[src/logic/spdif_defines.svh]
`ifndef SPDIF_DEFINES_SVH
`define SPDIF_DEFINES_SVH

// ==============================
// Data path widths
// ==============================

// One audio byte as written by the host.
`define SPDIF_BYTE_W 8
// One sub-frame word, audio plus status bits.
`define SPDIF_WORD_W 32
// FIFO address width, depth is 2**AW.
`define SPDIF_FIFO_AW 4

// Bit depth codes on bit_depth_i.
// Codes 2 and 3 are not accepted and stall the assembler.
`define SPDIF_DEPTH_16 2'd0
`define SPDIF_DEPTH_24 2'd1

// ==============================
// Line format
// ==============================

// Half-bit cells in one sub-frame.
`define SPDIF_CELLS 64
// Sub-frames in one block, 192 frames.
`define SPDIF_BLOCK_SUBFRAMES 384

// Preambles, cell 0 in bit 7, as sent after a low line.
// The encoder inverts them after a high line.
`define SPDIF_PRE_B 8'b11101000
`define SPDIF_PRE_M 8'b11100010
`define SPDIF_PRE_W 8'b11100100

`endif
[src/logic/spdif_pkg.sv]
`include "spdif_defines.svh"

package spdif_pkg;

    // ==============================
    // Sub-frame word
    // ==============================

    // Field view of one sub-frame word.
    // Audio sits in bits 31..8, LSB at bit 8.
    typedef struct packed {
        logic [23:0] audio;
        logic        validity;
        logic        user;
        logic        channel_status;
        logic        parity;
        logic [3:0]  pad;
    } subframe_fields_t;

    // The assembler builds the word by field.
    // The encoder walks it by bit index.
    typedef union packed {
        logic [`SPDIF_WORD_W-1:0] raw;
        subframe_fields_t         fields;
    } subframe_u;

endpackage

[src/logic/spdif_tx.sv]
`timescale 1ns/10ps

`include "spdif_defines.svh"

module spdif_tx (
    input  logic                     byte_clk_i,
    input  logic                     reset_i,
    // Stream setup.
    input  logic [1:0]               bit_depth_i,
    // Audio byte input.
    input  logic                     wr_en_i,
    input  logic [`SPDIF_BYTE_W-1:0] wr_data_i,
    output logic                     full_o,
    // Line output.
    output logic                     streaming_o,
    output logic                     spdif_o
);

    // ==============================
    // Internal links
    // ==============================

    // FIFO to assembler.
    logic [`SPDIF_BYTE_W-1:0] fifo_data;
    logic                     fifo_empty;
    logic                     fifo_pop;

    // Assembler to encoder.
    spdif_pkg::subframe_u     sample_word;
    logic                     sample_ready;
    logic                     sample_take;

    // Byte buffer.
    byte_fifo u_fifo (
        .byte_clk_i (byte_clk_i),
        .reset_i    (reset_i),
        .wr_en_i    (wr_en_i),
        .wr_data_i  (wr_data_i),
        .rd_en_i    (fifo_pop),
        .rd_data_o  (fifo_data),
        .full_o     (full_o),
        .empty_o    (fifo_empty)
    );

    // Bytes into sub-frame words.
    sample_assembler u_assembler (
        .byte_clk_i     (byte_clk_i),
        .reset_i        (reset_i),
        .bit_depth_i    (bit_depth_i),
        .fifo_data_i    (fifo_data),
        .fifo_empty_i   (fifo_empty),
        .fifo_pop_o     (fifo_pop),
        .sample_take_i  (sample_take),
        .sample_word_o  (sample_word),
        .sample_ready_o (sample_ready)
    );

    // Words onto the line.
    biphase_encoder u_encoder (
        .byte_clk_i     (byte_clk_i),
        .reset_i        (reset_i),
        .sample_word_i  (sample_word),
        .sample_ready_i (sample_ready),
        .sample_take_o  (sample_take),
        .streaming_o    (streaming_o),
        .spdif_o        (spdif_o)
    );

endmodule

[src/logic/biphase_encoder.sv]
`timescale 1ns/10ps

`include "spdif_defines.svh"

module biphase_encoder (
    input  logic                 byte_clk_i,
    input  logic                 reset_i,
    // Assembler side.
    input  spdif_pkg::subframe_u sample_word_i,
    input  logic                 sample_ready_i,
    output logic                 sample_take_o,
    // Line side.
    output logic                 streaming_o,
    output logic                 spdif_o
);

    localparam logic [5:0] LAST_CELL = 6'(`SPDIF_CELLS - 1);
    localparam logic [8:0] LAST_SF   = 9'(`SPDIF_BLOCK_SUBFRAMES - 1);
    localparam logic [5:0] PRE_CELLS = 6'd8;

    // Cell now on the line, 0..63.
    logic [5:0] cell_q;
    // Sub-frame now on the line, 0..383.
    logic [8:0] sf_q;
    logic       streaming_q;
    logic       spdif_q;

    // Remaining preamble cells 1..7, already level-corrected.
    logic [6:0] pre_q;
    // Word being sent.
    spdif_pkg::subframe_u word_q;

    logic       last_cell;
    logic       take;
    logic [8:0] next_sf;
    logic [7:0] pre_sel;
    logic [5:0] next_cell;
    logic [4:0] data_idx;
    logic [4:0] raw_idx;
    logic       data_bit;
    logic       next_level;

    // ==============================
    // Sub-frame sequencing
    // ==============================

    assign last_cell = (cell_q == LAST_CELL);

    // Start from idle, or chain on the last cell with no gap.
    assign take = sample_ready_i & (~streaming_q | last_cell);

    // A fresh stream always opens a block.
    always_comb begin
        if (!streaming_q || sf_q == LAST_SF) begin
            next_sf = 9'd0;
        end else begin
            next_sf = sf_q + 9'd1;
        end
    end

    // B opens the block, then left gets M and right gets W.
    always_comb begin
        if (next_sf == 9'd0) begin
            pre_sel = `SPDIF_PRE_B;
        end else if (next_sf[0]) begin
            pre_sel = `SPDIF_PRE_W;
        end else begin
            pre_sel = `SPDIF_PRE_M;
        end
    end

    // ==============================
    // Line coding
    // ==============================

    assign next_cell = cell_q + 6'd1;

    // Data bit number 0..27 for cells 8..63.
    assign data_idx = next_cell[5:1] - 5'd4;

    // Audio goes LSB first from bit 8 up.
    // Then V, U, C and P from bit 7 down to bit 4.
    assign raw_idx  = (data_idx < 5'd24) ? (data_idx + 5'd8) : (5'd31 - data_idx);
    assign data_bit = word_q.raw[raw_idx];

    // Level of the next cell.
    always_comb begin
        if (next_cell < PRE_CELLS) begin
            next_level = pre_q[6];
        end else if (!next_cell[0]) begin
            // Every bit starts with a transition.
            next_level = ~spdif_q;
        end else begin
            // A one adds a mid-bit transition.
            next_level = spdif_q ^ data_bit;
        end
    end

    always_ff @(posedge byte_clk_i or posedge reset_i) begin
        if (reset_i) begin
            cell_q      <= 6'd0;
            sf_q        <= 9'd0;
            streaming_q <= 1'b0;
            spdif_q     <= 1'b1;
        end else if (take) begin
            // First preamble cell goes out on this edge.
            cell_q      <= 6'd0;
            sf_q        <= next_sf;
            streaming_q <= 1'b1;
            spdif_q     <= pre_sel[7] ^ spdif_q;
        end else if (streaming_q) begin
            if (last_cell) begin
                // Nothing ready, back to idle high.
                cell_q      <= 6'd0;
                sf_q        <= 9'd0;
                streaming_q <= 1'b0;
                spdif_q     <= 1'b1;
            end else begin
                cell_q  <= next_cell;
                spdif_q <= next_level;
            end
        end
    end

    // Word and preamble payload.
    // Preamble is inverted when the line was high before cell 0.
    always_ff @(posedge byte_clk_i) begin
        if (take) begin
            word_q <= sample_word_i;
            pre_q  <= pre_sel[6:0] ^ {7{spdif_q}};
        end else if (streaming_q && next_cell < PRE_CELLS) begin
            pre_q <= {pre_q[5:0], 1'b0};
        end
    end

    assign sample_take_o = take;
    assign streaming_o   = streaming_q;
    assign spdif_o       = spdif_q;

endmodule

[src/logic/sample_assembler.sv]
`timescale 1ns/10ps

`include "spdif_defines.svh"

module sample_assembler (
    input  logic                     byte_clk_i,
    input  logic                     reset_i,
    // Depth code, 16 or 24 bits.
    input  logic [1:0]               bit_depth_i,
    // FIFO read side.
    input  logic [`SPDIF_BYTE_W-1:0] fifo_data_i,
    input  logic                     fifo_empty_i,
    output logic                     fifo_pop_o,
    // Encoder side.
    input  logic                     sample_take_i,
    output spdif_pkg::subframe_u     sample_word_o,
    output logic                     sample_ready_o
);

    localparam int AUDIO_W = 24;

    // Byte position inside the current sample.
    logic [1:0] byte_idx;
    // Held sample waiting for the encoder.
    logic       ready_q;

    // Audio shift register, newest byte at the bottom.
    logic [AUDIO_W-1:0] audio_q;
    // Running XOR over the audio bytes.
    logic               parity_q;

    logic depth_16;
    logic depth_ok;
    logic pop;
    logic last_byte;
    logic byte_parity;

    // ==============================
    // Byte intake
    // ==============================

    assign depth_16 = (bit_depth_i == `SPDIF_DEPTH_16);
    assign depth_ok = depth_16 | (bit_depth_i == `SPDIF_DEPTH_24);

    // One byte per clock, held off while a sample waits.
    // Unknown depth codes stall here.
    assign pop = depth_ok & ~fifo_empty_i & ~ready_q;

    // Two bytes at 16 bits, three at 24 bits.
    assign last_byte = (byte_idx == (depth_16 ? 2'd1 : 2'd2));

    assign byte_parity = ^fifo_data_i;

    assign fifo_pop_o     = pop;
    assign sample_ready_o = ready_q;

    // Control state.
    always_ff @(posedge byte_clk_i or posedge reset_i) begin
        if (reset_i) begin
            byte_idx <= 2'd0;
            ready_q  <= 1'b0;
        end else begin
            // Encoder took the word, free the slot.
            if (sample_take_i) begin
                ready_q <= 1'b0;
            end
            if (pop) begin
                if (last_byte) begin
                    byte_idx <= 2'd0;
                    ready_q  <= 1'b1;
                end else begin
                    byte_idx <= byte_idx + 2'd1;
                end
            end
        end
    end

    // Sample payload.
    // MSB arrives first, so bytes shift up from the bottom.
    // The first byte clears the rest, which zeroes the top byte at 16 bits.
    always_ff @(posedge byte_clk_i) begin
        if (pop) begin
            if (byte_idx == 2'd0) begin
                audio_q  <= {{(AUDIO_W-`SPDIF_BYTE_W){1'b0}}, fifo_data_i};
                parity_q <= byte_parity;
            end else begin
                audio_q  <= {audio_q[AUDIO_W-`SPDIF_BYTE_W-1:0], fifo_data_i};
                parity_q <= parity_q ^ byte_parity;
            end
        end
    end

    // ==============================
    // Sub-frame word
    // ==============================

    // V, U and C stay zero.
    // Parity then only depends on the audio bits.
    always_comb begin
        sample_word_o.fields.audio          = audio_q;
        sample_word_o.fields.validity       = 1'b0;
        sample_word_o.fields.user           = 1'b0;
        sample_word_o.fields.channel_status = 1'b0;
        sample_word_o.fields.parity         = parity_q;
        sample_word_o.fields.pad            = 4'd0;
    end

endmodule

[src/logic/byte_fifo.sv]
`timescale 1ns/10ps

`include "spdif_defines.svh"

module byte_fifo (
    input  logic                     byte_clk_i,
    input  logic                     reset_i,
    // Write side.
    input  logic                     wr_en_i,
    input  logic [`SPDIF_BYTE_W-1:0] wr_data_i,
    // Read side, show-ahead.
    input  logic                     rd_en_i,
    output logic [`SPDIF_BYTE_W-1:0] rd_data_o,
    // Status.
    output logic                     full_o,
    output logic                     empty_o
);

    localparam int DEPTH = 1 << `SPDIF_FIFO_AW;

    // Storage.
    logic [`SPDIF_BYTE_W-1:0] mem [DEPTH];

    // Pointers carry one extra wrap bit.
    logic [`SPDIF_FIFO_AW:0] wr_ptr;
    logic [`SPDIF_FIFO_AW:0] rd_ptr;

    logic do_write;
    logic do_read;

    // ==============================
    // Flags
    // ==============================

    // Same address and same wrap bit means empty.
    assign empty_o = (wr_ptr == rd_ptr);

    // Same address and opposite wrap bit means full.
    assign full_o = (wr_ptr[`SPDIF_FIFO_AW] != rd_ptr[`SPDIF_FIFO_AW]) &&
                    (wr_ptr[`SPDIF_FIFO_AW-1:0] == rd_ptr[`SPDIF_FIFO_AW-1:0]);

    // Writes while full and reads while empty are dropped.
    assign do_write = wr_en_i & ~full_o;
    assign do_read  = rd_en_i & ~empty_o;

    // Oldest byte is always on the output.
    assign rd_data_o = mem[rd_ptr[`SPDIF_FIFO_AW-1:0]];

    // ==============================
    // Pointers and storage
    // ==============================

    always_ff @(posedge byte_clk_i or posedge reset_i) begin
        if (reset_i) begin
            wr_ptr <= '0;
            rd_ptr <= '0;
        end else begin
            if (do_write) begin
                wr_ptr <= wr_ptr + 1'b1;
            end
            // Pop takes effect at this edge.
            if (do_read) begin
                rd_ptr <= rd_ptr + 1'b1;
            end
        end
    end

    // Byte storage.
    always_ff @(posedge byte_clk_i) begin
        if (do_write) begin
            mem[wr_ptr[`SPDIF_FIFO_AW-1:0]] <= wr_data_i;
        end
    end

endmodule

[config.mk]
export PLATFORM = sky130hd
export DESIGN_NAME = spdif_tx
export DESIGN_NICKNAME = d
export VERILOG_FILES = /design/src/logic/spdif_pkg.sv /design/src/logic/spdif_tx.sv /design/src/logic/biphase_encoder.sv /design/src/logic/sample_assembler.sv /design/src/logic/byte_fifo.sv
export VERILOG_INCLUDE_DIRS = /design/src /design/src/logic
export SDC_FILE = /design/constraint.sdc
export NUM_CORES = 1
export LEC_CHECK = 0
export BUFFER_PORTS_ARGS = -buffer_cell sky130_fd_sc_hd__buf_2
export CAP_MARGIN = 30
export CORE_ASPECT_RATIO = 0.6
export CORE_MARGIN = 2
export CORE_UTILIZATION = 55
export DETAILED_ROUTE_END_ITERATION = 10
export PLACE_DENSITY = 0.81
export SLEW_MARGIN = 15
export SYNTH_ARGS = -nofsm -noshare
export SYNTH_HDL_FRONTEND = slang
export SYNTH_SLANG_ARGS = --single-unit
[constraint.sdc]
create_clock -name byte_clk_i -period 4.4 [get_ports byte_clk_i]
set_input_delay 1.32 -clock byte_clk_i [delete_from_list [all_inputs] [get_ports byte_clk_i]]
set_output_delay 1.32 -clock byte_clk_i [all_outputs]
set_load 0.03 [all_outputs]
==> results.yml, run 1 <==
floorplan:
  die_h_um: 104
  die_x_um: 170
  ios: 16
  rows: 36
  start_util_pct: 56.2
  dieArea_mm2: 0.0177
  core-area_mm2: 0.0162
clock_tree:
  cts_buffers: 20
  postCtsSetupBuffers: 0
  cts_resized: 0
  cts_tree: "built"
  htreeDepth: 1
  insertion_delay_ns: 0.49
  clk_pin_slew_ns: 0.07
  clock_sinks: 215
  cts_buffer_depth: 3
  postCtsHoldBufs: 0
  clock-root-buffer: "clkbuf_16"
synth:
  syn-num-nets: 587
  synth_area_mm2: 0.00912
  synthFlopType: "edfxtp_1"
  synthDistinctLibCells: 52
  ys_warn_count: 0
  synth_edf_count: 185
  synth_cells: 564
  ys_ff_latch: 215
  async_reset_ff_share_pct: 14.0
  avgSynthCellArea_um2: 16.2
  ys_seq_area_share_pct: 69.2
worst_setup_path:
  slowest_delay_ns: 0.57
  cpLargestDelayFamily: "XOR/XNOR gates"
  path_cells: "ha_1 > and3_1 > xnor2_1 > ha_1 > xnor2_1 > xnor2_1 > ha_1 > xnor2_2 > mux4_2 > mux2i_1 > mux2i_1 > o21ai_1 > mux2i_1"
  slowest_stage: "mux4_2"
  crit_type: "register to register"
  worst_setup_path_start_kind: "register"
  path_buf_inv: 0
  crit_fanout: 8
  crit_arrival_ns: 4.42
  endpoint_kind: "register"
  required_ns: 4.81
power:
  p_per_area_mw_per_mm2: 598
  p_comb_share_pct: 24.6
  peakVddDrop_uv: 321
  p_leak_nw: 3.54
  power.total_mw: 6.07
  clkPwrFrac_pct: 30.6
  p_int_mw: 4.37
  pwr-share-seq_pct: 44.9
  p_switching_mw: 1.71
  swShare_pct: 28.1
grt:
  use_met1_pct: 32.2
  grt_pass1_wl_um: 28300
  busiest_layer: "met2"
  grt_use_met3_pct: 3.90
  overflow: 0
  grt_antenna_before_repair: 0
  grt.total_usage_pct: 21.1
  grt_pass1_vias: 4994
  grt_max_degree: 36
  grt_use_met2_pct: 32.2
finish:
  syn2layout_area_growth_pct: 11.5
  final_cell_mix: "edfxtp_1, mux4_2, nor2_1"
  final_common_cell: "edfxtp_1"
  drive_gt1_share_pct: 18.3
  seqCellArea_mm2: 0.00631
  nFillCells: 1122
  antennaDiodeCount: 0
  multiInputGateArea_mm2: 0.00261
  fin_area_mm2: 0.0102
  nets: 611
  utilization_pct: 62.7
detailed_routing:
  drc: 0
  wl_per_cell_um: 22.2
  dr.pass1.iters: 5
  drt-total-wl_um: 18000
  drtIter0Drc: 622
  vias_per_cell: 6.21
  dr_total_vias: 5040
  antenna_left: 0
sta:
  period_share_pct: 91.2
  rsz0062_at_grt: "no"
  worstMarginPinSlew_ns: 1.02
  hold_viol: 0
  tns_ns: 0
  setup_viol: 0
  max_freq_mhz: 249
  relSlewSlack_pct: 32.0
  period_minus_slack_ns: 4.01
  fin_hold_ws_ns: 0.419
  fin_worst_skew_ns: 0.0121
  drv_slew: 0
place:
  portBuffers: 15
  place_hpwl_um: 11500
  place_area_mm2: 0.00942
  globalplace.congestion: 0.816
worst_hold_path:
  hp-class: "register to register"
flow_run:
  maxCapViolCount: 0
outcome:
  run_status: "complete, no violations"
through the flow:
| step | cells | worst slack (ns) |
|---|---|---|
| after floorplan | 564 | 0.659 |
| after global placement | 772 | 0.735 |
| after detailed placement | 773 | 0.543 |
| after CTS | 809 | 0.414 |
| after global routing | 811 | 0.174 |
| final | 811 | 0.387 |
worst paths after layout:
kind	startpoint	slack, ns	depth (start not counted)	endpoint
worst max-delay path	u_encoder.cell_q[0]	0.39	13	u_encoder.spdif_o
worst min-delay path	u_assembler.audio_q[20]	0.42	0	u_encoder.word_q[28]
worst min register to register	u_assembler.audio_q[20]	0.42	0	u_encoder.word_q[28]
max in group asynchronous	reset_i	3.16	3	u_encoder.spdif_o
worst max register to register	u_encoder.cell_q[0]	0.39	13	u_encoder.spdif_o
min in group asynchronous	reset_i	0.91	3	u_encoder.cell_q[4]
power by group through the flow:
stage | clock, mW | combinational, mW | sequential [mW]
2_1_floorplan | 0 | 1.26 | 2.62
3_3_place_gp | 0 | 1.43 | 2.75
3_5_place_dp | 0 | 1.47 | 2.77
4_1_cts | 1.88 | 1.50 | 2.73
5_1_grt | 1.96 | 1.62 | 2.75
6_report | 1.86 | 1.49 | 2.72
Yosys cell counts (3+ instances only):
library cell / instances / area, um^2
nor2b_1: 23 / 144
o211ai_1: 3 / 22.5
a21oi_1: 14 / 70.1
nand3_1: 8 / 40.0
buf_1: 3 / 11.3
xnor2_1: 21 / 184
and3_1: 7 / 43.8
nand4_1: 6 / 37.5
nor3_1: 7 / 35.0
inv_1: 17 / 63.8
o21ai_0: 29 / 145
nand2_1: 31 / 116
mux2i_1: 15 / 150
buf_4: 3 / 22.5
mux4_2: 39 / 878
buf_2: 6 / 30.0
a211oi_1: 7 / 52.6
xor2_1: 13 / 114
dfrtp_1: 29 / 726
edfxtp_1: 185 / 5560
nor2_1: 32 / 120
nand2b_1: 4 / 25.0
ha_1: 10 / 125
clkbuf_1: 15 / 56.3
logic make-up after synthesis:
group	share of synthesized area, %
and+or+nand+nor	6.78
xor gates and xnor gates	3.69
muxes	11.6
DFF	69.2
adders and majority gates	1.37
buffers and inverters	2.14
AOI/OAI and AO/OA	5.26
state kept, by name, summed over array words and instances (netlist names), 2 cells and up:
name and flops:
u_encoder.cell_q 6, u_fifo.mem 128, u_fifo.wr_ptr 5, u_encoder.word_q 25, u_fifo.rd_ptr 5, u_encoder.pre_q 7
u_assembler.audio_q 24, u_encoder.sf_q 9, u_assembler.byte_idx 2
layout make-up:
type	instances	share of cell area, %
flip-flops and latches	215	62.1
multi-input cells	304	25.7
clock buffers	24	5.38
well taps	209	2.57
repair buffers	30	2.02
clock inverters	12	1.64
inverters	17	0.628
layer usage:
metal,part of all wire [%],up-vias
met5,0,-
met2,46,220
met1,45,2580
met4,1.8,0
li1,-,2211
met3,7.2,29
Note: power is estimated with default switching activity, not from simulation.
==> inputs of run 2 (changes only) <==
- CORE_ASPECT_RATIO: 0.6 -> 0.5
- CTS_CLUSTER_SIZE: not set -> 40
- SLEW_MARGIN: 15 -> not set
==> results.yml, run 2 (same netlist as run 1, synthesis figures left out) <==
outcome:
  run_status: "complete, no violations"
finish:
  nets: 611
  syn2layout_area_growth_pct: 10.3
  utilization_pct: 61.7
  final_common_cell: "edfxtp_1"
  antennaDiodeCount: 0
  largest_reg_flops: 128
  drive_gt1_share_pct: 16.6
  final_cell_mix: "edfxtp_1, mux4_2, nor2_1"
worst_setup_path:
  crit_type: "register to register"
  slowest_delay_ns: 0.58
  path_cells: "ha_1 > and3_1 > xnor2_1 > ha_1 > xnor2_1 > xnor2_1 > ha_1 > xnor2_2 > mux4_2 > mux2i_1 > mux2i_1 > o21ai_1 > mux2i_1"
  crit_fanout: 8
  cpLargestDelayFamily: "XOR/XNOR gates"
  crit_arrival_ns: 4.43
  path_buf_inv: 0
  required_ns: 4.82
  slowest_stage: "mux4_2"
  worst_setup_path_start_kind: "register"
  endpoint_kind: "register"
power:
  power.total_mw: 5.78
  p_int_mw: 4.11
  p_switching_mw: 1.68
  p_per_area_mw_per_mm2: 575
  peakVddDrop_uv: 341
  clkPwrFrac_pct: 27.5
  p_leak_nw: 3.47
  p_comb_share_pct: 25.5
  pwr-share-seq_pct: 47.1
  swShare_pct: 29.0
place:
  portBuffers: 15
  place_hpwl_um: 10300
  dp_worst_setup_slack_ns: 0.461
  globalplace.congestion: 0.860
floorplan:
  die_h_um: 95.0
  start_util_pct: 55.9
  ios: 16
  dieArea_mm2: 0.0177
  rows: 33
  die_x_um: 186
  core-area_mm2: 0.0163
clock_tree:
  postCtsSetupBuffers: 0
  clock_sinks: 215
  insertion_delay_ns: 0.51
  cts_buffers: 20
  clock-root-buffer: "clkbuf_16"
  cts_resized: 0
  clk_pin_slew_ns: 0.06
  postCtsHoldBufs: 0
  cts_buffer_depth: 3
  htreeDepth: 1
  cts_tree: "built"
sta:
  setup_viol: 0
  period_share_pct: 91.2
  finalWorstSetupSlack_ns: 0.387
  fin_worst_skew_ns: 0.0223
  fin_hold_ws_ns: 0.422
  hold_viol: 0
  tns_ns: 0
  worstMarginPinSlew_ns: 1.02
  period_minus_slack_ns: 4.01
  max_freq_mhz: 249
  drv_slew: 0
  relSlewSlack_pct: 32.0
  rsz0062_at_grt: "no"
grt:
  grt.total_usage_pct: 19.9
  grt_pass1_wl_um: 26400
  grt_max_degree: 31
  grt_pass1_vias: 4807
  overflow: 0
  grt_antenna_before_repair: 0
detailed_routing:
  dr.pass1.iters: 5
  dr_total_vias: 4861
  vias_per_cell: 5.86
  drc: 0
  wl_per_cell_um: 20.1
  drt-total-wl_um: 16700
  drtIter0Drc: 437
  antenna_left: 0
worst_hold_path:
  hp-class: "register to register"
flow_run:
  maxCapViolCount: 0
==> run 2: cell types whose count changed in the layout (fill, tap and decap cells not counted) <==
cell        change
buf_16          -1
buf_2           -1
buf_4           +2
bufinv_16       -4
clkbuf_1        +6
clkbuf_16       -1
clkbuf_8        -1
clkinv_1        +4
clkinv_16       +1
clkinv_2        -5
clkinvlp_4      -1
inv_8           +1
==> run 2: metrics by stage <==
step | instance area (um^2) | instances
global placement | 9450 | 792
global route | 10100 | 829
detailed placement | 9450 | 792
CTS | 10100 | 828
floorplan | 9120 | 564
finish | 10100 | 829
==> run 2: metal layers <==
layer,wire [um],GRT usage (%),share of wire (%)
met1,7230,27.8,43
met2,8170,33.5,49
met3,911,3.21,5.5
met4,345,5.25,2.1
met5,0,0,0
==> run 2: final timing paths <==
path                                               from              endpoint  slack (ns)  depth (start not counted)
worst max-delay path                u_encoder.cell_q[0]     u_encoder.spdif_o        0.39                         13
worst min-delay path            u_assembler.audio_q[19]  u_encoder.word_q[27]        0.42                          0
worst max register to register      u_encoder.cell_q[0]     u_encoder.spdif_o        0.39                         13
worst min register to register  u_assembler.audio_q[19]  u_encoder.word_q[27]        0.42                          0
max in group asynchronous                       reset_i     u_encoder.spdif_o        3.18                          3
min in group asynchronous                       reset_i      u_fifo.wr_ptr[0]        0.89                          3
==> run 2: area by class of cell <==
cell class | instances | area [um^2]
Tap cell | 227 | 284
Timing Repair Buffer | 30 | 188
Fill cell | 1110 | 6250
Clock inverter | 8 | 70.1
Multi-Input combinational cell | 304 | 2610
Clock buffer | 28 | 531
Sequential cell | 215 | 6310
Inverter | 17 | 63.8
==> run 2: power groups by stage <==
stage	clock, mW	combinational, mW	sequential, mW
6_report	1.59	1.47	2.72
5_1_grt	1.69	1.59	2.75
4_1_cts	1.61	1.48	2.73
3_5_place_dp	0	1.45	2.76
3_3_place_gp	0	1.40	2.75
2_1_floorplan	0	1.26	2.62
